--- src/source/video_pkg.sv ---
`default_nettype none

package video_pkg;

    // pixel and line positions share one width
    localparam int COORD_W = 11;
    localparam int CHAN_W  = 4;

    typedef logic [COORD_W-1:0] coord_t;

    // red in the top nibble, then green, then blue
    typedef logic [3*CHAN_W-1:0] rgb_t;

    // driven whenever de is low
    localparam rgb_t RGB_BLACK = '0;

endpackage

`default_nettype wire

--- src/source/score_pkg.sv ---
`default_nettype none

package score_pkg;

    localparam int NUM_DIGITS = 4;
    localparam int GLYPH_SIZE = 10;
    localparam int SCORE_MAX  = 9999;

    typedef logic [13:0] score_t;

    // 0 to 9 are digits, anything else draws nothing
    typedef logic [3:0] digit_idx_t;

    localparam digit_idx_t DIGIT_BLANK = 4'd10;

    // element 0 is the most significant digit
    typedef digit_idx_t digit_vec_t [NUM_DIGITS];

    // bit 9 is the leftmost column
    typedef logic [GLYPH_SIZE-1:0] glyph_row_t;

endpackage

`default_nettype wire

--- src/source/video_if.sv ---
`timescale 1ns/10ps
`default_nettype none

interface video_if;

    video_pkg::coord_t x;
    video_pkg::coord_t y;
    logic              de;
    // active-high levels
    logic              hsync;
    logic              vsync;

    modport source (output x, y, de, hsync, vsync);

    modport sink (input x, y, de, hsync, vsync);

endinterface

`default_nettype wire

--- src/source/video_timing.sv ---
`timescale 1ns/10ps
`default_nettype none

module video_timing #(
    parameter int H_ACTIVE = 160,
    parameter int H_FRONT  = 8,
    parameter int H_SYNC   = 16,
    parameter int H_TOTAL  = 192,
    parameter int V_ACTIVE = 40,
    parameter int V_FRONT  = 2,
    parameter int V_SYNC   = 2,
    parameter int V_TOTAL  = 46
) (
    input wire      clk,
    input wire      arst_n,
    video_if.source vid
);

    localparam video_pkg::coord_t H_LAST   = video_pkg::coord_t'(H_TOTAL - 1);
    localparam video_pkg::coord_t V_LAST   = video_pkg::coord_t'(V_TOTAL - 1);
    localparam video_pkg::coord_t H_DE_END = video_pkg::coord_t'(H_ACTIVE);
    localparam video_pkg::coord_t V_DE_END = video_pkg::coord_t'(V_ACTIVE);
    localparam video_pkg::coord_t HS_START = video_pkg::coord_t'(H_ACTIVE + H_FRONT);
    localparam video_pkg::coord_t HS_END   = video_pkg::coord_t'(H_ACTIVE + H_FRONT + H_SYNC);
    localparam video_pkg::coord_t VS_START = video_pkg::coord_t'(V_ACTIVE + V_FRONT);
    localparam video_pkg::coord_t VS_END   = video_pkg::coord_t'(V_ACTIVE + V_FRONT + V_SYNC);

    video_pkg::coord_t x_cnt;
    video_pkg::coord_t y_cnt;

    // y steps once per line wrap
    always_ff @(posedge clk or negedge arst_n) begin
        if (!arst_n) begin
            x_cnt <= '0;
            y_cnt <= '0;
        end else if (x_cnt == H_LAST) begin
            x_cnt <= '0;
            if (y_cnt == V_LAST) begin
                y_cnt <= '0;
            end else begin
                y_cnt <= y_cnt + 1'b1;
            end
        end else begin
            x_cnt <= x_cnt + 1'b1;
        end
    end

    assign vid.x     = x_cnt;
    assign vid.y     = y_cnt;
    assign vid.de    = (x_cnt < H_DE_END) && (y_cnt < V_DE_END);
    assign vid.hsync = (x_cnt >= HS_START) && (x_cnt < HS_END);
    assign vid.vsync = (y_cnt >= VS_START) && (y_cnt < VS_END);

    // porch settings must keep the sync pulse inside horizontal blanking
    hsync_outside_de: assert property (
        @(posedge clk) disable iff (!arst_n) !(vid.hsync && vid.de)
    );

endmodule

`default_nettype wire

--- src/source/score_latch.sv ---
`timescale 1ns/10ps
`default_nettype none

module score_latch (
    input wire                    clk,
    input wire                    arst_n,
    input wire score_pkg::score_t value,
    input wire                    load,
    input wire                    frame_start,
    output score_pkg::digit_vec_t digits
);

    localparam int SCORE_W = $bits(score_pkg::score_t);
    localparam int BCD_W   = 4 * score_pkg::NUM_DIGITS;
    localparam logic [3:0] BIT_LAST = 4'(SCORE_W - 1);

    // shows a single "0"
    localparam score_pkg::digit_vec_t RESET_DIGITS = '{
        score_pkg::DIGIT_BLANK, score_pkg::DIGIT_BLANK, score_pkg::DIGIT_BLANK, 4'd0
    };

    typedef enum logic {
        ST_IDLE,
        ST_CONV
    } state_t;

    state_t                state;
    score_pkg::score_t     shift;
    logic [BCD_W-1:0]      bcd;
    logic [BCD_W-1:0]      bcd_adj;
    logic [BCD_W-1:0]      bcd_next;
    logic [3:0]            bit_cnt;
    logic                  overrange;
    logic                  lead_zero;
    score_pkg::digit_idx_t nib;
    score_pkg::digit_vec_t conv_digits;
    score_pkg::digit_vec_t pending;

    // add 3 to every nibble above 4 before the shift
    always_comb begin
        for (int i = 0; i < score_pkg::NUM_DIGITS; i++) begin
            bcd_adj[4*i +: 4] = (bcd[4*i +: 4] > 4'd4) ? bcd[4*i +: 4] + 4'd3 : bcd[4*i +: 4];
        end
    end

    assign bcd_next = {bcd_adj[BCD_W-2:0], shift[SCORE_W-1]};

    always_comb begin
        lead_zero = 1'b1;
        for (int i = 0; i < score_pkg::NUM_DIGITS; i++) begin
            nib = bcd_next[BCD_W-4-4*i +: 4];
            // last digit stays visible even when zero
            lead_zero = lead_zero && (nib == '0) && (i < score_pkg::NUM_DIGITS - 1);
            conv_digits[i] = (overrange || lead_zero) ? score_pkg::DIGIT_BLANK : nib;
        end
    end

    always_ff @(posedge clk or negedge arst_n) begin
        if (!arst_n) begin
            state   <= ST_IDLE;
            pending <= RESET_DIGITS;
            digits  <= RESET_DIGITS;
        end else begin
            if (load) begin
                state <= ST_CONV;
            end else if ((state == ST_CONV) && (bit_cnt == BIT_LAST)) begin
                state   <= ST_IDLE;
                pending <= conv_digits;
            end
            if (frame_start) begin
                digits <= pending;
            end
        end
    end

    // a new load restarts the conversion
    always_ff @(posedge clk) begin
        if (load) begin
            shift     <= value;
            bcd       <= '0;
            bit_cnt   <= '0;
            overrange <= value > score_pkg::score_t'(score_pkg::SCORE_MAX);
        end else if (state == ST_CONV) begin
            shift   <= shift << 1;
            bcd     <= bcd_next;
            bit_cnt <= bit_cnt + 1'b1;
        end
    end

    for (genvar i = 0; i < score_pkg::NUM_DIGITS; i++) begin : g_digit_legal
        digit_legal: assert property (
            @(posedge clk) disable iff (!arst_n)
            (digits[i] <= 4'd9) || (digits[i] == score_pkg::DIGIT_BLANK)
        );
    end

endmodule

`default_nettype wire

--- src/source/digit_glyph_rom.sv ---
`timescale 1ns/10ps
`default_nettype none

module digit_glyph_rom (
    input wire score_pkg::digit_idx_t idx,
    input wire [3:0]                  row,
    output score_pkg::glyph_row_t     bits
);

    // 10 by 10 patterns, drawn at 3x they give the 30 by 30 digits
    localparam score_pkg::glyph_row_t GLYPHS [10][score_pkg::GLYPH_SIZE] = '{
        '{10'b0011111100,
          10'b0111111110,
          10'b1100001111,
          10'b1100011111,
          10'b1100111011,
          10'b1101110011,
          10'b1111100011,
          10'b1111000011,
          10'b0111111110,
          10'b0011111100},
        '{10'b0000111000,
          10'b0011111000,
          10'b0011111000,
          10'b0000011000,
          10'b0000011000,
          10'b0000011000,
          10'b0000011000,
          10'b0000011000,
          10'b1111111111,
          10'b1111111111},
        '{10'b1111111100,
          10'b1111111110,
          10'b0000000111,
          10'b0000000111,
          10'b0011111110,
          10'b0111111100,
          10'b1110000000,
          10'b1100000000,
          10'b1111111111,
          10'b1111111111},
        '{10'b1111111100,
          10'b1111111110,
          10'b0000001111,
          10'b0000001111,
          10'b0001111110,
          10'b0001111110,
          10'b0000001111,
          10'b0000001111,
          10'b1111111110,
          10'b1111111100},
        '{10'b0011000000,
          10'b0011001100,
          10'b0111001100,
          10'b0110001100,
          10'b1110001100,
          10'b1100001100,
          10'b1111111111,
          10'b1111111111,
          10'b0000001100,
          10'b0000001100},
        '{10'b1111111111,
          10'b1111111111,
          10'b1100000000,
          10'b1100000000,
          10'b1111111110,
          10'b1111111110,
          10'b0000000111,
          10'b0000000111,
          10'b1111111110,
          10'b1111111100},
        '{10'b0011111110,
          10'b0111111110,
          10'b1111000000,
          10'b1110000000,
          10'b1111111100,
          10'b1111111110,
          10'b1100000111,
          10'b1100000111,
          10'b0111111110,
          10'b0011111100},
        '{10'b1111111111,
          10'b1111111111,
          10'b0000000011,
          10'b0000000111,
          10'b0000001110,
          10'b0000011100,
          10'b0000111000,
          10'b0001110000,
          10'b0011100000,
          10'b0111000000},
        '{10'b0011111100,
          10'b0111111110,
          10'b1110000111,
          10'b1110000111,
          10'b0111111110,
          10'b0111111110,
          10'b1110000111,
          10'b1110000111,
          10'b0111111110,
          10'b0011111100},
        '{10'b0011111100,
          10'b0111111110,
          10'b1100000011,
          10'b1100000011,
          10'b0111111111,
          10'b0011111111,
          10'b0000000011,
          10'b0000000111,
          10'b0111111110,
          10'b0111111100}
    };

    // blank index and rows past the glyph read as empty
    always_comb begin
        if ((idx < score_pkg::DIGIT_BLANK) && (row < 4'(score_pkg::GLYPH_SIZE))) begin
            bits = GLYPHS[idx][row];
        end else begin
            bits = '0;
        end
    end

endmodule

`default_nettype wire

--- src/source/digit_overlay.sv ---
`timescale 1ns/10ps
`default_nettype none

module digit_overlay #(
    parameter int              ORIGIN_X = 8,
    parameter int              ORIGIN_Y = 4,
    parameter int              SCALE    = 3,
    parameter video_pkg::rgb_t FG_RGB   = 12'hF80,
    parameter video_pkg::rgb_t BG_RGB   = 12'h000
) (
    input wire                        clk,
    input wire                        arst_n,
    video_if.sink                     vid,
    input wire score_pkg::digit_vec_t digits,
    output logic                      hsync,
    output logic                      vsync,
    output logic                      de,
    output video_pkg::rgb_t           rgb
);

    localparam int CELL_PX = score_pkg::GLYPH_SIZE * SCALE;
    localparam int SUB_W   = (SCALE > 1) ? $clog2(SCALE) : 1;
    localparam int DIG_W   = $clog2(score_pkg::NUM_DIGITS + 1);
    localparam video_pkg::coord_t BOX_X0 = video_pkg::coord_t'(ORIGIN_X);
    localparam video_pkg::coord_t BOX_X1 =
        video_pkg::coord_t'(ORIGIN_X + score_pkg::NUM_DIGITS * CELL_PX);
    localparam video_pkg::coord_t BOX_Y0 = video_pkg::coord_t'(ORIGIN_Y);
    localparam video_pkg::coord_t BOX_Y1 = video_pkg::coord_t'(ORIGIN_Y + CELL_PX);
    localparam logic [SUB_W-1:0] SUB_LAST  = SUB_W'(SCALE - 1);
    localparam logic [3:0]       CELL_LAST = 4'(score_pkg::GLYPH_SIZE - 1);
    localparam logic [DIG_W-1:0] DIG_END   = DIG_W'(score_pkg::NUM_DIGITS);

    // stage-1 registers double as the step counters of the previous pixel
    logic [SUB_W-1:0]      h_sub;
    logic [SUB_W-1:0]      h_sub_nxt;
    logic [3:0]            h_col;
    logic [3:0]            h_col_nxt;
    logic [DIG_W-1:0]      h_dig;
    logic [DIG_W-1:0]      h_dig_nxt;
    logic [SUB_W-1:0]      v_sub;
    logic [SUB_W-1:0]      v_sub_nxt;
    logic [3:0]            v_row;
    logic [3:0]            v_row_nxt;
    logic                  in_box;
    score_pkg::digit_idx_t idx_nxt;
    logic                  s1_in;
    score_pkg::digit_idx_t s1_idx;
    logic                  s1_de;
    logic                  s1_hs;
    logic                  s1_vs;
    score_pkg::glyph_row_t glyph_bits;
    logic                  lit;

    // x advances by one every cycle, so each step follows the last pixel
    always_comb begin
        h_sub_nxt = h_sub + 1'b1;
        h_col_nxt = h_col;
        h_dig_nxt = h_dig;
        if (vid.x == BOX_X0) begin
            h_sub_nxt = '0;
            h_col_nxt = '0;
            h_dig_nxt = '0;
        end else if (h_sub == SUB_LAST) begin
            h_sub_nxt = '0;
            h_col_nxt = (h_col == CELL_LAST) ? 4'd0 : h_col + 1'b1;
            if ((h_col == CELL_LAST) && (h_dig != DIG_END)) begin
                h_dig_nxt = h_dig + 1'b1;
            end
        end
    end

    // vertical steps happen once per line, at x = 0
    always_comb begin
        v_sub_nxt = v_sub;
        v_row_nxt = v_row;
        if (vid.y == BOX_Y0) begin
            v_sub_nxt = '0;
            v_row_nxt = '0;
        end else if ((vid.x == '0) && (v_sub == SUB_LAST)) begin
            v_sub_nxt = '0;
            v_row_nxt = (v_row == CELL_LAST) ? 4'd0 : v_row + 1'b1;
        end else if (vid.x == '0) begin
            v_sub_nxt = v_sub + 1'b1;
        end
    end

    assign in_box = (vid.x >= BOX_X0) && (vid.x < BOX_X1) &&
                    (vid.y >= BOX_Y0) && (vid.y < BOX_Y1);

    always_comb begin
        idx_nxt = score_pkg::DIGIT_BLANK;
        for (int i = 0; i < score_pkg::NUM_DIGITS; i++) begin
            if (h_dig_nxt == DIG_W'(i)) begin
                idx_nxt = digits[i];
            end
        end
    end

    digit_glyph_rom glyph_rom_inst (
        .idx  (s1_idx),
        .row  (v_row),
        .bits (glyph_bits)
    );

    assign lit = s1_in && glyph_bits[CELL_LAST - h_col];

    always_ff @(posedge clk or negedge arst_n) begin
        if (!arst_n) begin
            h_sub  <= '0;
            h_col  <= '0;
            h_dig  <= '0;
            v_sub  <= '0;
            v_row  <= '0;
            s1_in  <= 1'b0;
            s1_idx <= score_pkg::DIGIT_BLANK;
            s1_de  <= 1'b0;
            s1_hs  <= 1'b0;
            s1_vs  <= 1'b0;
            de     <= 1'b0;
            hsync  <= 1'b0;
            vsync  <= 1'b0;
            rgb    <= video_pkg::RGB_BLACK;
        end else begin
            // stage 1
            h_sub  <= h_sub_nxt;
            h_col  <= h_col_nxt;
            h_dig  <= h_dig_nxt;
            v_sub  <= v_sub_nxt;
            v_row  <= v_row_nxt;
            s1_in  <= in_box;
            s1_idx <= idx_nxt;
            s1_de  <= vid.de;
            s1_hs  <= vid.hsync;
            s1_vs  <= vid.vsync;
            // stage 2
            de     <= s1_de;
            hsync  <= s1_hs;
            vsync  <= s1_vs;
            rgb    <= !s1_de ? video_pkg::RGB_BLACK : (lit ? FG_RGB : BG_RGB);
        end
    end

    // the compare-based box and the step counters must agree
    digit_pos_in_box: assert property (
        @(posedge clk) disable iff (!arst_n) s1_in |-> (h_dig < DIG_END)
    );

endmodule

`default_nettype wire

--- src/source/score_display.sv ---
`timescale 1ns/10ps
`default_nettype none

module score_display #(
    parameter int              H_ACTIVE = 160,
    parameter int              H_FRONT  = 8,
    parameter int              H_SYNC   = 16,
    parameter int              H_TOTAL  = 192,
    parameter int              V_ACTIVE = 40,
    parameter int              V_FRONT  = 2,
    parameter int              V_SYNC   = 2,
    parameter int              V_TOTAL  = 46,
    parameter int              ORIGIN_X = 8,
    parameter int              ORIGIN_Y = 4,
    parameter int              SCALE    = 3,
    parameter video_pkg::rgb_t FG_RGB   = 12'hF80,
    parameter video_pkg::rgb_t BG_RGB   = 12'h000
) (
    input wire                    clk,
    input wire                    arst_n,
    input wire score_pkg::score_t value,
    input wire                    load,
    output logic                  hsync,
    output logic                  vsync,
    output logic                  de,
    output video_pkg::rgb_t       rgb
);

    video_if vid ();

    logic                  frame_start;
    score_pkg::digit_vec_t digits;

    video_timing #(
        .H_ACTIVE (H_ACTIVE), .H_FRONT (H_FRONT), .H_SYNC (H_SYNC), .H_TOTAL (H_TOTAL),
        .V_ACTIVE (V_ACTIVE), .V_FRONT (V_FRONT), .V_SYNC (V_SYNC), .V_TOTAL (V_TOTAL)
    ) video_timing_inst (
        .clk    (clk),
        .arst_n (arst_n),
        .vid    (vid)
    );

    // new digits take effect only between frames
    assign frame_start = (vid.x == '0) && (vid.y == '0);

    score_latch score_latch_inst (
        .clk         (clk),
        .arst_n      (arst_n),
        .value       (value),
        .load        (load),
        .frame_start (frame_start),
        .digits      (digits)
    );

    digit_overlay #(
        .ORIGIN_X (ORIGIN_X), .ORIGIN_Y (ORIGIN_Y), .SCALE (SCALE),
        .FG_RGB   (FG_RGB),   .BG_RGB   (BG_RGB)
    ) digit_overlay_inst (
        .clk    (clk),
        .arst_n (arst_n),
        .vid    (vid),
        .digits (digits),
        .hsync  (hsync),
        .vsync  (vsync),
        .de     (de),
        .rgb    (rgb)
    );

endmodule

`default_nettype wire

--- config.mk ---
export PLATFORM = sky130hd
export DESIGN_NAME = score_display
export DESIGN_NICKNAME = d
export VERILOG_FILES = /design/src/source/video_pkg.sv /design/src/source/score_pkg.sv /design/src/source/video_if.sv /design/src/source/video_timing.sv /design/src/source/score_latch.sv /design/src/source/digit_glyph_rom.sv /design/src/source/digit_overlay.sv /design/src/source/score_display.sv
export SDC_FILE = /design/constraint.sdc
export NUM_CORES = 1
export LEC_CHECK = 0
export BUFFER_PORTS_ARGS = -buffer_cell sky130_fd_sc_hd__buf_2
export CAP_MARGIN = 20
export CORE_MARGIN = 2
export CORE_UTILIZATION = 40
export DETAILED_ROUTE_END_ITERATION = 8
export PLACE_DENSITY = 0.58
export SLEW_MARGIN = 10
export SYNTH_ARGS = -nofsm -noshare
export SYNTH_HDL_FRONTEND = slang
export SYNTH_SLANG_ARGS = --single-unit
--- constraint.sdc ---
create_clock -name clk -period 5.6 [get_ports clk]
set_input_delay 0.56 -clock clk [delete_from_list [all_inputs] [get_ports clk]]
set_output_delay 0.56 -clock clk [all_outputs]
set_load 0.02 [all_outputs]
==> flow_summary.ini <==
[run_status]
status = completed

[finish]
n_antenna_cell = 0
finalNonFillerCells = 923
layout.core_utilization_pct = 45.4
finalNetCount = 734
area_growth_syn_to_layout_pct = 12.2
postLayoutCellArea_mm2 = 0.00742
post_route_cells_drive_above_1_share_pct = 16.9

[critical_path]
worst_setup_path_start_kind = register
setup.reg_to_reg.worst_slack_ns = 2.66
cp_slowest_cell = dfstp_2
cpPeakStageDelay_ns = 0.66
cpMostUsedCell = a211oi_1
path_cells = inv_1 > ha_1 > and2_2 > o21ai_1 > a211oi_1 > a211oi_1 > or4_1 > a22oi_1 > o221ai_1
crit_arrival_ns = 3.20
crit_fanout = 13
worstRegToRegCells = 9
worst_r2r_dst = digit_overlay_inst.rgb[10]$_DFF_PN0_
endpoint_kind = register
worstSetupPathType = register to register
critical_path_required_ns = 5.86
regToRegStartpoint = digit_overlay_inst.s1_idx[1]$_DFF_PN1_

[clocking]
cts_hold_buf = 0
clk_transition_reported_paths_ns = 0.06
cts_tree = yes
number_of_sinks_driven_by_the_clock_tree = 117
tritoncts.num_buffers = 17
worstSkewPairLatency_ns = 0.41
post_cts_resized = 0
cts-root-to-sink-buffers = 2
cts_root_buf = clkbuf_16
cts_post_setup_buffers_inserted = 0
htree_num_levels = 4

[detailed_routing]
firstDrtPassIters = 5
routed_wirelength_um = 14400
route.detailed.drc = 0
final_antenna_net_count = 0
viasPerCell = 5.50
drt_first_iter_violations = 349
via_count = 5079
wl_per_cell_um = 15.6

[timing]
fin_skew_ns = 0.00972
rsz0062_at_grt = no
report.final.hold_viol_count = 0
timing.final.ws_setup_ns = 2.66
fmax_mhz = 340
final_period_minus_worst_setup_slack_ns = 2.94
tightest_slew_ns = 1.05
setup_tns_ns = 0
worst_slew_margin_relative_to_its_limit_pct = 29.6
timing_max_transition_violations_final = 0
fin_crit_sh_pct = 52.5
finalSetupViolCount = 0

[hold_path]
worst_hold_path_class = input port to asynchronous set/reset pin

[pwr]
switching_share_pct = 22.7
cellLeakagePower_nw = 3.21
clock_power_share_pct = 52.5
p_comb_share_pct = 3.6
vdd_ir_drop_max_mv = 0.197
internal_power_mw = 1.57
power.switching_uw = 459
power_frac_seq_pct = 43.9
power-per-cell-area_mw_per_mm2 = 273

[global_routing]
number_of_antenna_violations_at_the_first_check_in_global_routing = 0
first_global_vias = 4975
grt_first_pass_wirelength_um = 24500
grt_overflow = 0
maximum_number_of_pins_on_one_net_before_global_route_repair = 83
grtUsageTotal_pct = 17.3

[placement]
portbufs = 24
post-dp-hpwl_um = 9920
placement.cell_area_mm2 = 0.00679
finalWeightedCongestion = 0.978
preCtsSetupSlack_ns = 2.72
dpl.cell_count = 889

[flow_run]
max_cap_viol_count = 0

[logic_synthesis]
commonest_register_cell_after_synthesis = dfrtp_1
synth_area_mm2 = 0.00662
synth_edf_count = 15
yosys_warnings = 0
syn_inst = 682
postSynthAreaPerCell_um2 = 9.71
ys_seq_area_share_pct = 44.1
synth_seq_cells = 117
post_synth_arst_share_pct = 70.1
yosys.cell_types.count = 73

[floorplan]
die_ar_mm2 = 0.0176
die_h_um = 133
start_util_pct = 40.5
die_x_um = 133
core_area_mm2 = 0.0163
site_rows = 47
io-pin-count = 32
-- final cells by class --
type	count	area [um^2]
clock buffers	17	425
clock inverters	15	154
fillers	1606	8920
inverters	37	139
multi-input cells	490	3330
flip-flops and latches	117	2920
well taps	220	275
repair buffers	27	185
-- per-layer routing --
| metal | wire length [um] | vias to the layer above | GRT usage (%) |
|---|---|---|---|
| met4 | 498 | 0 | 9.08 |
| li1 | - | 2456 | - |
| met2 | 6790 | 143 | 27.0 |
| met3 | 647 | 34 | 4.29 |
| met1 | 6500 | 2446 | 22.4 |
| met5 | 0 | - | 0 |
-- synthesized netlist by cell type, types with 5 or more instances --
cell       count  area [um^2]
nand3_1       20          100
clkbuf_1      14         52.6
nor2_1        69          259
ha_1          27          338
o21ai_0       34          170
nand4_1        8         50.1
mux2i_1       15          150
mux2_2        23          259
mux2_4        10          150
o31ai_1        5         37.5
a211oi_1      12         90.1
edfxtp_1      15          450
xnor2_1       21          184
buf_2         10         50.1
xor2_1         9         78.8
dfrtp_1       68         1700
a2111oi_0      5         43.8
and3_1         9         56.3
buf_4         13         97.6
nand2_1       48          180
nor2b_1        9         56.3
o211ai_1       5         37.5
a21oi_1       47          235
dfxtp_1       20          400
inv_1         35          131
dfstp_2       14          368
nor3_1        19         95.1
-- registers in the layout, indices dropped and copies added (netlist names), 11 cells and up --
| signal | cells |
|---|---|
| score_latch_inst.digits | 16 |
| video_timing_inst.vid.x | 11 |
| score_latch_inst.shift | 14 |
| video_timing_inst.vid.y | 11 |
| score_latch_inst.bcd | 16 |
| score_latch_inst.pending | 16 |
-- cells by family (layout without fill, tap and decap cells) --
kind of cell,after synthesis,in the layout,share of synthesized area [%]
DFF,117,117,44.1
and+or+nand+nor,215,215,16.1
other,1,7,0.0567
buffers and inverters,81,96,5.97
AOI/OAI and AO/OA,163,163,16.2
xor gates and xnor gates,30,30,3.97
muxes,48,48,8.45
adders and majority gates,27,27,5.10
-- power by group through the flow --
| stage | Clock, mW | Sequential, mW | Combinational, mW |
|---|---|---|---|
| finish | 1.06 | 0.890 | 0.0732 |
| global route | 1.13 | 0.892 | 0.0841 |
| CTS | 1.09 | 0.890 | 0.0724 |
| detailed placement | 0 | 0.905 | 0.0717 |
| global placement | 0 | 0.905 | 0.0690 |
| floorplan | 0 | 0.902 | 0.0494 |
-- how the worst max path moves through the flow --
stage / start / to / slack (ns) / depth (start not counted)
global route: digit_overlay_inst.s1_idx[1]$_DFF_PN1_ / digit_overlay_inst.rgb[10]$_DFF_PN0_ / 2.49 / 9
global placement: digit_overlay_inst.s1_idx[1]$_DFF_PN1_ / digit_overlay_inst.rgb[10]$_DFF_PN0_ / 2.73 / 9
finish: digit_overlay_inst.s1_idx[1]$_DFF_PN1_ / digit_overlay_inst.rgb[10]$_DFF_PN0_ / 2.66 / 9
detailed placement: digit_overlay_inst.s1_idx[1]$_DFF_PN1_ / digit_overlay_inst.rgb[10]$_DFF_PN0_ / 2.72 / 9
CTS: digit_overlay_inst.s1_idx[1]$_DFF_PN1_ / digit_overlay_inst.rgb[10]$_DFF_PN0_ / 2.70 / 9
floorplan: digit_overlay_inst.s1_idx[1]$_DFF_PN1_ / digit_overlay_inst.rgb[10]$_DFF_PN0_ / 3.01 / 11
-- metrics by stage --
step	power (mW)	hold WS, ns
after detailed placement	0.977	0.336
after CTS	2.05	0.349
after global routing	2.11	0.0854
after floorplan	0.952	0.264
after global placement	0.974	0.334
final	2.03	0.0660
-- placed cells by master (no fill, tap or decap), drive strengths merged, types with 27 or more instances in the layout --
cell / synthesis / final
o21ai: 36 / 36
ha: 27 / 27
buf: 30 / 27
mux2: 33 / 33
inv: 37 / 40
nand2: 48 / 48
nor2: 70 / 70
a21oi: 47 / 47
dfrtp: 68 / 68
-- worst max-delay path, delay by kind of cell, from the launching register on --
| kind | cells | cell delay (ns) |
|---|---|---|
| flip-flops | 1 | 0.66 |
| AND/OR/NAND/NOR | 2 | 0.74 |
| adder cells (fa/ha/maj) | 1 | 0.47 |
| AO/OA/AOI/OAI | 5 | 0.75 |
| buffers and inverters | 1 | 0.17 |
Power figures use the tool's default switching activity.
